<file path="src/fetch_pkg.sv">
package fetch_pkg;

    localparam int xlen       = 32;
    localparam int imem_depth = 1024;              // words of program memory
    localparam int imem_aw    = 10;                // word index, pc[11:2]
    localparam int apb_aw     = 13;
    localparam int reg_aw     = 5;                 // x0..x31

    localparam logic [xlen-1:0] reset_pc = 32'h8000_0000;

    // host register map
    localparam logic [apb_aw-1:0] ctrl_addr = 13'h1000;   // bit 0 run
    localparam logic [apb_aw-1:0] pc_addr   = 13'h1004;   // next fetch pc, read only

    // rv32i major opcodes
    localparam logic [6:0] op_lui    = 7'b0110111;
    localparam logic [6:0] op_auipc  = 7'b0010111;
    localparam logic [6:0] op_jal    = 7'b1101111;
    localparam logic [6:0] op_jalr   = 7'b1100111;
    localparam logic [6:0] op_branch = 7'b1100011;
    localparam logic [6:0] op_load   = 7'b0000011;
    localparam logic [6:0] op_store  = 7'b0100011;
    localparam logic [6:0] op_imm    = 7'b0010011;
    localparam logic [6:0] op_reg    = 7'b0110011;

    typedef enum logic [2:0] {
        cls_alu_reg,
        cls_alu_imm,
        cls_load,
        cls_store,
        cls_branch,
        cls_upper,   // lui and auipc
        cls_jump,
        cls_illegal
    } inst_class_e;

    // format views, msb first as in the isa manual
    typedef struct packed {
        logic [6:0]        funct7;
        logic [reg_aw-1:0] rs2;
        logic [reg_aw-1:0] rs1;
        logic [2:0]        funct3;
        logic [reg_aw-1:0] rd;
        logic [6:0]        opcode;
    } r_fmt_t;

    typedef struct packed {
        logic [11:0]       imm_11_0;
        logic [reg_aw-1:0] rs1;
        logic [2:0]        funct3;
        logic [reg_aw-1:0] rd;
        logic [6:0]        opcode;
    } i_fmt_t;

    typedef struct packed {
        logic [6:0]        imm_11_5;
        logic [reg_aw-1:0] rs2;
        logic [reg_aw-1:0] rs1;
        logic [2:0]        funct3;
        logic [4:0]        imm_4_0;
        logic [6:0]        opcode;
    } s_fmt_t;

    typedef struct packed {
        logic              imm_12;
        logic [5:0]        imm_10_5;
        logic [reg_aw-1:0] rs2;
        logic [reg_aw-1:0] rs1;
        logic [2:0]        funct3;
        logic [3:0]        imm_4_1;
        logic              imm_11;     // odd placement, bit 7
        logic [6:0]        opcode;
    } b_fmt_t;

    typedef struct packed {
        logic [19:0]       imm_31_12;
        logic [reg_aw-1:0] rd;
        logic [6:0]        opcode;
    } u_fmt_t;

    typedef struct packed {
        logic              imm_20;
        logic [9:0]        imm_10_1;
        logic              imm_11;
        logic [7:0]        imm_19_12;
        logic [reg_aw-1:0] rd;
        logic [6:0]        opcode;
    } j_fmt_t;

    typedef union packed {
        logic [xlen-1:0] raw;
        r_fmt_t          r_fmt;
        i_fmt_t          i_fmt;
        s_fmt_t          s_fmt;
        b_fmt_t          b_fmt;
        u_fmt_t          u_fmt;
        j_fmt_t          j_fmt;
    } inst_u;

endpackage

</file>
<file path="src/imem_apb_port.sv">
module imem_apb_port (
    input  logic                         clk,
    input  logic                         rst,
    // apb slave
    input  logic [fetch_pkg::apb_aw-1:0]  paddr,
    input  logic                         psel,
    input  logic                         penable,
    input  logic                         pwrite,
    input  logic [fetch_pkg::xlen-1:0]    pwdata,
    output logic [fetch_pkg::xlen-1:0]    prdata,
    output logic                         pready,
    output logic                         pslverr,
    // control and status
    output logic                         run,
    input  logic [fetch_pkg::xlen-1:0]    fetch_pc,
    // program load into sram
    output logic                         wr_en,
    output logic [fetch_pkg::imem_aw-1:0] wr_index,
    output logic [fetch_pkg::xlen-1:0]    wr_data
);
    import fetch_pkg::*;

    logic setup;     // first apb cycle
    logic access;    // second apb cycle, transfer happens here
    logic mem_hit;
    logic ctrl_hit;
    logic pc_hit;
    logic bad;

    assign setup  = psel && !penable;
    assign access = psel && penable;

    // 0x0000..0x0ffc is program space, registers sit above
    assign mem_hit  = (paddr[apb_aw-1] == 1'b0);
    assign ctrl_hit = (paddr == ctrl_addr);
    assign pc_hit   = (paddr == pc_addr);

    // mem is write only, pc is read only
    assign bad = (mem_hit && !pwrite)
              || (pc_hit && pwrite)
              || !(mem_hit || ctrl_hit || pc_hit);

    assign pready  = 1'b1;              // no wait states
    assign pslverr = access && bad;

    // straight to sram on the access edge
    assign wr_en    = access && pwrite && mem_hit;
    assign wr_index = paddr[imem_aw+1:2];
    assign wr_data  = pwdata;

    always_ff @(posedge clk) begin
        if (rst) begin
            run <= 1'b0;
        end else if (access && pwrite && ctrl_hit) begin
            run <= pwdata[0];
        end
    end

    // read data is latched in setup so it is ready in access
    always_ff @(posedge clk) begin
        if (setup && !pwrite) begin
            if (ctrl_hit) begin
                prdata <= {{(xlen-1){1'b0}}, run};
            end else if (pc_hit) begin
                prdata <= fetch_pc;
            end else begin
                prdata <= '0;   // error reads return zero
            end
        end
    end

    // access phase must follow a setup phase with psel held
    assert property (@(posedge clk) disable iff (rst)
        $rose(penable) |-> psel && $past(psel));

endmodule

</file>
<file path="config.mk">
export PLATFORM = sky130hd
export DESIGN_NAME = imem_apb_port
export DESIGN_NICKNAME = d
export VERILOG_FILES = /design/src/fetch_pkg.sv /design/src/imem_apb_port.sv
export SDC_FILE = /design/constraint.sdc
export NUM_CORES = 1
export LEC_CHECK = 0
export CORE_MARGIN = 2
export CORE_UTILIZATION = 50
export CTS_CLUSTER_DIAMETER = 150
export DETAILED_ROUTE_END_ITERATION = 6
export DONT_BUFFER_PORTS = 1
export HOLD_SLACK_MARGIN = 0.08
export PLACE_DENSITY = 0.68
export SYNTH_ARGS = -nofsm -noshare
export SYNTH_HDL_FRONTEND = slang
export SYNTH_SLANG_ARGS = --single-unit
</file>
<file path="constraint.sdc">
create_clock -name clk -period 3.6 [get_ports clk]
set_input_delay 0.72 -clock clk [delete_from_list [all_inputs] [get_ports clk]]
set_output_delay 0.72 -clock clk [all_outputs]
set_load 0.005 [all_outputs]
</file>
==> impl_metrics.yaml, run 1 <==
setup_path:
  critPathRequiredTime_ns: 2.88
  path_class: "in2out"
  path_max_fanout: 33
  cp-end-kind: "primary output"
  worstSetupStartpointType: "primary input"
  critPathArrivalTime_ns: 1.70
  cp-startpoint: "paddr[9]"
  r2r-start: "run"
  r2r_cells: 2
yosys:
  netlist_area_sq_mm: 0.001653
  yosysSeqAreaShare_pct: 59.35
  synth_top_cell_by_area: "edfxtp_1"
  ys_types: 22
  synth_top_area_share_pct: 58.14
  synthCells: 133
  synth-seq-cells: 33
  yosys_warnings: 0
  synthTopCellsByArea: "edfxtp_1 58%, buf_4 20%, and2_1 12%"
  syn_nets: 215
  syn_avg_cell_area_sq_um: 12.43
routing:
  drc_errors: 0
  vias_per_cell: 5.446
  first_pass_iters: 2
  wl_per_cell_microns: 21.94
  drtIter0Drc: 23
  ant_nets: 0
  num_vias: 757
  route.final.wire_length_microns: 3049
cells_and_area:
  seqCellArea_sq_um: 980.9
  fin_nets: 177
  fin_util_pct: 46.09
  drive_above_1_share_pct: 10.53
  final_common_cell: "edfxtp_1"
  multi_input_area_sq_um: 322.8
  final_area_sq_mm: 0.001430
  syn_to_final_growth_pct: -13.47
  nFillCells: 289
  final_cell_mix: "32 x edfxtp_1, 31 x and2_1, 5 x clkbuf_4, 3 x inv_1"
  diodes: 0
  stdcell_count: 139
clocking:
  cts_setup_buffers: 0
  cts_sinks: 33
  clk_path_buf_depth: 2
  cts.repair.resized: 0
  clock_latency_ns: 0.32
  cts_tree: "done"
  numCtsBuffers: 5
  cts_max_level: 2
  postCtsHoldBufs: 0
  clk_pin_slew_ns: 0.09
  cts-root-buf: "clkbuf_4"
global_route:
  grt_max_degree: 34
  grt_busiest_layer: "met2"
  grt_util_met2_pct: 25.56
  met3_usage_pct: 14.29
  antenna_found_initial: 0
  grt_use_met1_pct: 13.42
  grt_pass1_vias: 735
  grt_pass1_wl_microns: 4057
  track_usage_pct: 15.83
  grt_overflow: 0
placed_design:
  placed_area_sq_mm: 0.001385
  place_congestion: 0.6931
  io_buffers: 0
  dpl.hpwl_microns: 2512
  dp.cells: 132
floorplan:
  initial_utilization_pct: 53.27
  core-area_sq_mm: 0.003103
  die_area_sq_mm: 0.003782
  die_h_microns: 61.50
  io_pins: 160
  rows: 20
  die_x_microns: 61.50
run_status:
  status: "finished clean"
power_and_ir_drop:
  p_leak_uw: 0.0004200
  p_per_area_mw_per_mm2: 435.1
  peakVddDrop_mv: 0.1341
sta:
  finClkSkew_ns: 0.000006412
  min_period_over_period_pct: 67.35
  fin_tns_setup_ns: 0
  slew_violations: 0
  fmax_ghz: 0.4124
  hold_slack_ns: 0.4582
  finalSetupViolations: 0
  rsz0062_at_grt: "false"
  min_period_ns: 2.425
  final_hold_viol_count: 0
worst_hold_path:
  hold_path_startpoint: "rst"
  worstHoldPathCells: 1
  hold_path.class: "in2reg"
job:
  cap_violations: 0
-- area by class of cell --
class	count	share of cell area (%)
clock buffer	6	2.887
clock inverter	1	0.2625
inverter	3	0.7874
multi-input combinational	50	22.57
sequential	33	68.59
tap	44	3.850
timing repair buffer	2	1.050
-- metrics by stage --
step	total power, uW	setup WS, ns
detailed placement	459.3	1.131
global route	654.2	1.079
floorplan	493.2	0.008684
finish	622.2	1.175
global placement	458.1	1.157
CTS	631.4	1.129
-- layer usage --
| layer | routed length (microns) | vias up |
|---|---|---|
| met3 | 599 | 6 |
| met5 | 0 | - |
| met4 | 59 | 0 |
| met2 | 1606 | 91 |
| met1 | 784 | 331 |
| li1 | - | 329 |
-- cell usage after synthesis --
| library cell | n |
|---|---|
| clkbuf_2 | 2 |
| inv_1 | 3 |
| nand3_1 | 1 |
| nor4b_1 | 1 |
| nand2_1 | 2 |
| or3_1 | 1 |
| nor3b_1 | 1 |
| nor2_1 | 2 |
| and2_1 | 31 |
| nand4_1 | 1 |
| o21ai_0 | 2 |
| dfxtp_1 | 1 |
| edfxtp_1 | 32 |
| buf_2 | 2 |
| a311oi_1 | 1 |
| nor4_2 | 2 |
| buf_4 | 43 |
| a211oi_1 | 1 |
| and4_1 | 1 |
| conb_1 | 1 |
| a21oi_1 | 1 |
| nor4_1 | 1 |
-- worst max-delay path, stage by stage --
cell and delay (ns):
nor4_2 0.31, and4_1 0.26, buf_4 0.26, a311oi_1 0.15
-- kinds of logic after synthesis --
family                 after synthesis  synth area share, %
other                                1               0.2269
buffers and inverters               50                21.42
AO/OA/AOI/OAI                        5                1.893
AND/OR/NAND/NOR                     44                17.11
flip-flops                          33                59.35
-- path summary, 6_finish.rpt --
kind / endpoint / slack [ns]
max reg2reg: prdata[0] / 2.82
min reg2reg: run / 0.53
max: pslverr / 1.18
min: run / 0.46
-- state kept, by name, indices dropped and copies added, names as in the netlist --
signal,cells
prdata,32
run,1
-- power breakdown --
part,leakage [uW],switching [uW],internal [uW],total (uW)
Clock,0.0000258,102,70.7,173
Combinational,0.000142,7.14,3.57,10.7
Sequential,0.000252,7.02,432,439
(Power assumes the default switching activity.)
==> run 2, diff against run 1 <==
--- a/config.mk
+++ b/config.mk
@@ -5,13 +5,13 @@
 export SDC_FILE = /design/constraint.sdc
 export NUM_CORES = 1
 export LEC_CHECK = 0
+export ABC_AREA = 1
 export CORE_MARGIN = 2
 export CORE_UTILIZATION = 50
 export CTS_CLUSTER_DIAMETER = 150
 export DETAILED_ROUTE_END_ITERATION = 6
 export DONT_BUFFER_PORTS = 1
 export HOLD_SLACK_MARGIN = 0.08
-export PLACE_DENSITY = 0.68
 export SYNTH_ARGS = -nofsm -noshare
 export SYNTH_HDL_FRONTEND = slang
 export SYNTH_SLANG_ARGS = --single-unit
==> constraint.sdc (replaced) <==
create_clock -name clk -period 2.25 [get_ports clk]
set_input_delay 0.45 -clock clk [delete_from_list [all_inputs] [get_ports clk]]
set_output_delay 0.45 -clock clk [all_outputs]
set_load 0.005 [all_outputs]
==> run 2 against run 1 <==
Total power increased by 89%. Core utilization down 0.55 points. Design area increased by 26%. Clock-buffer cell count did not move. Clock skew hardly changed. Combinational power increased to 5.1 times the previous value. Largest power group unchanged. Non-clock buffer count increased by 1.
==> impl_metrics.yaml, run 2 <==
run_status:
  status: "finished clean"
yosys:
  netlist_area_sq_mm: 0.002008
  yosys_warnings: 0
  synth_common_cells: "43 x buf_4, 33 x inv_1, 32 x edfxtp_1"
  synthCells: 177
  synth_async_sr_flop_share_pct: 0
  synthTopCellsByArea: "edfxtp_1 48%, nor2_4 17%, buf_4 16%"
  synth_top_cell_by_area: "edfxtp_1"
  yosysMostFrequentCell: "buf_4"
  synth_flop_cell: "edfxtp_1"
  synth-seq-cells: 33
  synth_top_area_share_pct: 47.85
  syn_avg_cell_area_sq_um: 11.35
  synth_edf_count: 32
  syn_nets: 259
  yosysSeqAreaShare_pct: 48.85
  ys_types: 17
power_and_ir_drop:
  peakVddDrop_mv: 0.2005
  seq_power_share_pct: 59.9
  total_power_uw: 1176
  p_per_area_mw_per_mm2: 654.9
  clock_power_share_pct: 35.5
  comb_power_share_pct: 4.6
  p_sw_share_pct: 21.80
  p_leak_uw: 0.0006463
  p_sw_uw: 256.3
  p_int_uw: 919.5
cells_and_area:
  final_cell_mix: "33 x inv_1, 32 x edfxtp_1, 31 x nor2_4, 12 x nand2_1, 9 x nor2_1"
  largest_reg_flops: 32
  syn_to_final_growth_pct: -10.59
  final_area_sq_mm: 0.001795
  drive_above_1_share_pct: 32.39
  diodes: 0
  reg.largest.list: "prdata (32), run (1)"
  regMostFlops: "prdata"
  fin_nets: 223
  final_common_cell: "inv_1"
clocking:
  clk_path_buf_depth: 2
  postCtsHoldBufs: 0
  numCtsBuffers: 5
  clock_latency_ns: 0.28
  cts_sinks: 33
  clk_pin_slew_ns: 0.06
  cts_tree: "done"
  cts.repair.resized: 0
  cts-root-buf: "clkbuf_8"
  cts_setup_buffers: 0
  cts_max_level: 2
floorplan:
  die_h_microns: 67.38
  die_area_sq_mm: 0.004539
  core-area_sq_mm: 0.003943
  die_x_microns: 67.38
  rows: 23
  initial_utilization_pct: 50.94
  io_pins: 160
global_route:
  track_usage_pct: 15.91
  antenna_found_initial: 0
  grt_max_degree: 33
  grt_pass1_wl_microns: 5057
  grt_overflow: 0
  grt_pass1_vias: 888
worst_hold_path:
  min_to: "run"
  worstHoldPathCells: 1
  hold_path.class: "in2reg"
  hold_path_startpoint: "rst"
routing:
  wl_per_cell_microns: 19.34
  drc_errors: 0
  vias_per_cell: 4.854
  first_pass_iters: 4
  ant_nets: 0
  route.final.wire_length_microns: 3714
  drtIter0Drc: 66
  num_vias: 932
sta:
  maxSlewHeadroom_pct: 64.70
  worstMarginPinSlew_ns: 0.5295
  min_period_ns: 1.624
  finClkSkew_ns: 0.00003203
  rsz0062_at_grt: "false"
  final_hold_viol_count: 0
  finalSetupViolations: 0
  min_period_over_period_pct: 72.18
  fin_tns_setup_ns: 0
  slew_violations: 0
  fmax_ghz: 0.6157
setup_path:
  path_common_cell: "nand2_1"
  critPathMaxStageDelay_ns: 0.26
  critPathArrivalTime_ns: 1.17
  r2r_cells: 2
  reg2reg_slack_ns: 1.52
  critPathRequiredTime_ns: 1.80
  cp-end-kind: "primary output"
  rr_endpoint: "prdata[0]"
  worstSetupStartpointType: "primary input"
  path_max_fanout: 6
  crit_chain: "or2_4, nor2_8, nand2_4, nand2_1, nand2_1, a21oi_2"
  crit_slowest_cell: "or2_4"
  path_class: "in2out"
  r2r-start: "run"
placed_design:
  place_congestion: 0.6991
  io_buffers: 0
  placed_area_sq_mm: 0.001713
  dpl.hpwl_microns: 3032
job:
  cap_violations: 0
==> run 2: changes by cell type after synthesis, moves of 2 or more <==
| cell | change |
|---|---|
| nand3_1 | +3 |
| buf_12 | +3 |
| o21ai_0 | -2 |
| and2_1 | -31 |
| buf_2 | -2 |
| nor2_4 | +31 |
| clkbuf_2 | -2 |
| nor4_2 | -2 |
| nand2_1 | +10 |
| nor2_1 | +8 |
| inv_1 | +30 |
==> run 2: layout make-up <==
type / instances / area, sq um
clock buffers: 6 / 72.57
clock inverters: 2 / 10.01
fillers: 362 / 2147
inverters: 33 / 123.9
multi-input cells: 65 / 523.0
flip-flops and latches: 33 / 980.9
well taps: 50 / 62.56
repair buffers: 3 / 22.52
==> run 2: logic make-up (layout without fill, tap and decap cells) <==
logic type / count (synthesis) / count (layout) / synth area share, %
flops: 33 / 33 / 48.85
other cells: 1 / 1 / 0.1867
compound gates: 2 / 2 / 0.6852
simple gates: 62 / 62 / 25.05
buf+inv: 79 / 44 / 25.23
==> run 2: layer usage <==
metal,GRT usage (%),wire length (microns),share of wire [%],vias up
li1,-,-,-,418
met1,14.65,1109,30,417
met2,26.61,1983,53,87
met3,10.83,535,14,10
met4,7.908,85,2.3,0
met5,0,0,0,-
==> run 2: critical path, delay by kind of cell <==
kind	cells	cell delay, ns
simple gates	5	0.59
compound gates	1	0.13
==> run 2: power by group through the flow <==
| stage | Sequential (uW) | Combinational [uW] | Clock (uW) |
|---|---|---|---|
| 6_report | 704 | 54.3 | 417 |
| 4_1_cts | 705 | 55.7 | 434 |
| 3_5_place_dp | 719 | 55.3 | 0 |
| 3_3_place_gp | 717 | 53.1 | 0 |
| 5_1_grt | 706 | 61.1 | 460 |
| 2_1_floorplan | 714 | 109 | 0 |
==> run 2: worst max-delay path by stage <==
| stage | startpoint | end | slack, ns | cells after the start |
|---|---|---|---|---|
| after floorplan | pwrite | prdata[0] | 0.41 | 3 |
| after global placement | paddr[9] | pslverr | 0.64 | 6 |
| after detailed placement | paddr[9] | pslverr | 0.62 | 6 |
| after CTS | paddr[9] | pslverr | 0.61 | 6 |
| after global routing | paddr[7] | pslverr | 0.57 | 6 |
| final | paddr[9] | pslverr | 0.63 | 6 |
==> run 2: through the flow <==
step / util [%] / hold slack [ns] / worst slack [ns] / cells
after floorplan: - / 0.4625 / 0.4124 / 177
after global placement: 43.45 / 0.5066 / 0.6444 / 184
after detailed placement: 43.45 / 0.5051 / 0.6162 / 184
after CTS: 45.54 / 0.2213 / 0.6143 / 192
after global routing: 45.54 / 0.2113 / 0.5667 / 192
final: 45.54 / 0.2320 / 0.6259 / 192
==> run 3, diff against run 2 <==
--- a/config.mk
+++ b/config.mk
@@ -12,6 +12,7 @@
 export DETAILED_ROUTE_END_ITERATION = 6
 export DONT_BUFFER_PORTS = 1
 export HOLD_SLACK_MARGIN = 0.08
+export PLACE_DENSITY = 0.68
 export SYNTH_ARGS = -nofsm -noshare
 export SYNTH_HDL_FRONTEND = slang
 export SYNTH_SLANG_ARGS = --single-unit
==> constraint.sdc (replaced) <==
create_clock -name clk -period 1.33 [get_ports clk]
set_input_delay 0.266 -clock clk [delete_from_list [all_inputs] [get_ports clk]]
set_output_delay 0.266 -clock clk [all_outputs]
set_load 0.005 [all_outputs]
==> run 3 against run 2 <==
Total power increased by 67%. Register-to-register slack lost 0.92 ns. Die area unchanged. Critical path depth stayed put. Core utilization increased by 1.4 points. Critical path type unchanged. Largest power group unchanged.
==> impl_metrics.yaml, run 3 (synthesis gave the netlist of run 2 again) <==
setup_path:
  worstSetupStartpointType: "primary input"
  cp-startpoint: "paddr[9]"
  cp-end-kind: "primary output"
  critPathRequiredTime_ns: 1.06
  critPathCapture: "pslverr"
  path_class: "in2out"
  r2r-start: "run"
  crit_slowest_cell: "or2_4"
  path_max_fanout: 5
  r2r_cells: 2
  critPathArrivalTime_ns: 1.02
  crit_chain: "or2_4, nor2_8, buf_4, nand2_1, nand3_1, a21oi_2"
  rr_endpoint: "prdata[0]"
  critPathMaxStageDelay_ns: 0.25
  reg2reg_slack_ns: 0.60
global_route:
  track_usage_pct: 15.37
  grt_pass1_wl_microns: 4954
  grt_pass1_vias: 879
  grt_overflow: 0
  antenna_found_initial: 0
  grt_max_degree: 18
cells_and_area:
  fin_util_pct: 46.97
  largest_reg_flops: 32
  regMostFlops: "prdata"
  final_cell_mix: "33 x inv_1, 32 x nor2_4, 32 x edfxtp_1, 12 x nand2_1, 8 x nor2_1"
  nFillCells: 352
  multi_input_area_sq_um: 530.5
  reg.largest.list: "prdata (32), run (1)"
  syn_to_final_growth_pct: -7.788
  stdcell_count: 194
  fin_nets: 227
  final_common_cell: "inv_1"
  seqCellArea_sq_um: 980.9
  diodes: 0
  drive_above_1_share_pct: 34.03
power_and_ir_drop:
  comb_power_share_pct: 5.4
  peakVddDrop_mv: 0.4100
  p_leak_uw: 0.0006683
  seq_power_share_pct: 60.7
  p_per_area_mw_per_mm2: 1060
  clock_power_share_pct: 33.9
  p_int_uw: 1548
  p_sw_share_pct: 21.14
  p_sw_uw: 414.9
  total_power_uw: 1963
clocking:
  cts_max_level: 2
  clk_path_buf_depth: 2
  cts-root-buf: "clkbuf_8"
  numCtsBuffers: 5
  cts_setup_buffers: 0
  clock_latency_ns: 0.27
  clk_pin_slew_ns: 0.06
  cts_sinks: 33
  cts_tree: "done"
routing:
  ant_nets: 0
  vias_per_cell: 4.789
  wl_per_cell_microns: 18.82
  num_vias: 929
  drc_errors: 0
  route.final.wire_length_microns: 3651
  drtIter0Drc: 62
  first_pass_iters: 3
floorplan:
  die_h_microns: 67.38
  die_x_microns: 67.38
  initial_utilization_pct: 50.94
  rows: 23
  die_area_sq_mm: 0.004539
  core-area_sq_mm: 0.003943
  io_pins: 160
worst_hold_path:
  hold_path.class: "in2reg"
sta:
  fmax_ghz: 0.7794
  min_period_ns: 1.283
  rsz0062_at_grt: "false"
  finalSetupViolations: 0
  final_hold_viol_count: 0
  finClkSkew_ns: 0.00001291
  min_period_over_period_pct: 96.47
  slew_violations: 0
placed_design:
  dp.cells: 187
  dpl.hpwl_microns: 3079
  place_congestion: 0.7335
  io_buffers: 0
job:
  cap_violations: 0
run_status:
  status: "finished clean"
[run 3: cell types whose count changed in the layout (fill, tap and decap cells not counted), sizes merged]
| cell | change |
|---|---|
| clkbuf | -1 |
| dlygate4sd3 | +1 |
| clkinv | -1 |
| buf | +3 |
[run 3: how the worst min path moves through the flow]
| stage | from | endpoint | slack (ns) | depth (start not counted) |
|---|---|---|---|---|
| floorplan | rst | run | 0.34 | 1 |
| global placement | rst | run | 0.34 | 1 |
| detailed placement | rst | run | 0.35 | 1 |
| CTS | pwdata[0] | run | 0.17 | 2 |
| global route | pwdata[0] | run | 0.17 | 2 |
| finish | pwdata[0] | run | 0.17 | 2 |
[run 3: critical path, delay by kind of cell]
family	cells	cell delay, ns
AND/OR/NAND/NOR	4	0.53
buffers and inverters	1	0.14
AO/OA/AOI/OAI	1	0.07
[run 3: repair_timing]
| item | 4_1_cts | 5_1_grt |
|---|---|---|
| gates resized for setup | 0 | 1 |
| hold buffers | 1 | 0 |
| setup endpoints to repair | 0 | 1 |
| hold endpoints to repair | 1 | 0 |
[run 3: power groups by stage]
| stage | registers, uW | clock network (uW) | logic, uW |
|---|---|---|---|
| after floorplan | 1210 | 0 | 186 |
| after global placement | 1210 | 0 | 100 |
| after detailed placement | 1220 | 0 | 105 |
| after CTS | 1190 | 684 | 107 |
| after global routing | 1200 | 724 | 115 |
| final | 1190 | 665 | 106 |
[run 3: metrics by stage]
step | hold slack [ns] | cell area (sq um) | setup TNS, ns | worst slack, ns
2_1_floorplan | 0.3351 | 2016 | 0 | 0.008333
3_3_place_gp | 0.3379 | 1765 | 0 | 0.06780
3_5_place_dp | 0.3457 | 1765 | -0.004875 | -0.004875
4_1_cts | 0.1659 | 1849 | 0 | 0.04139
5_1_grt | 0.1705 | 1852 | 0 | 0.0009344
6_report | 0.1734 | 1852 | 0 | 0.04695
[run 3: cell type report]
type | count | area share [%]
tap | 50 | 3.378
multi-input combinational | 65 | 28.65
clock inverter | 1 | 0.2703
clock buffer | 5 | 3.716
sequential | 33 | 52.97
inverter | 33 | 6.689
timing repair buffer | 7 | 4.324
[run 3: layer usage]
layer	vias to the layer above	part of all wire (%)	global-route usage, %
li1	424	-	-
met5	-	0	0
met4	0	1.6	6.633
met2	74	57	27.60
met3	7	13	10.83
met1	424	28	12.71
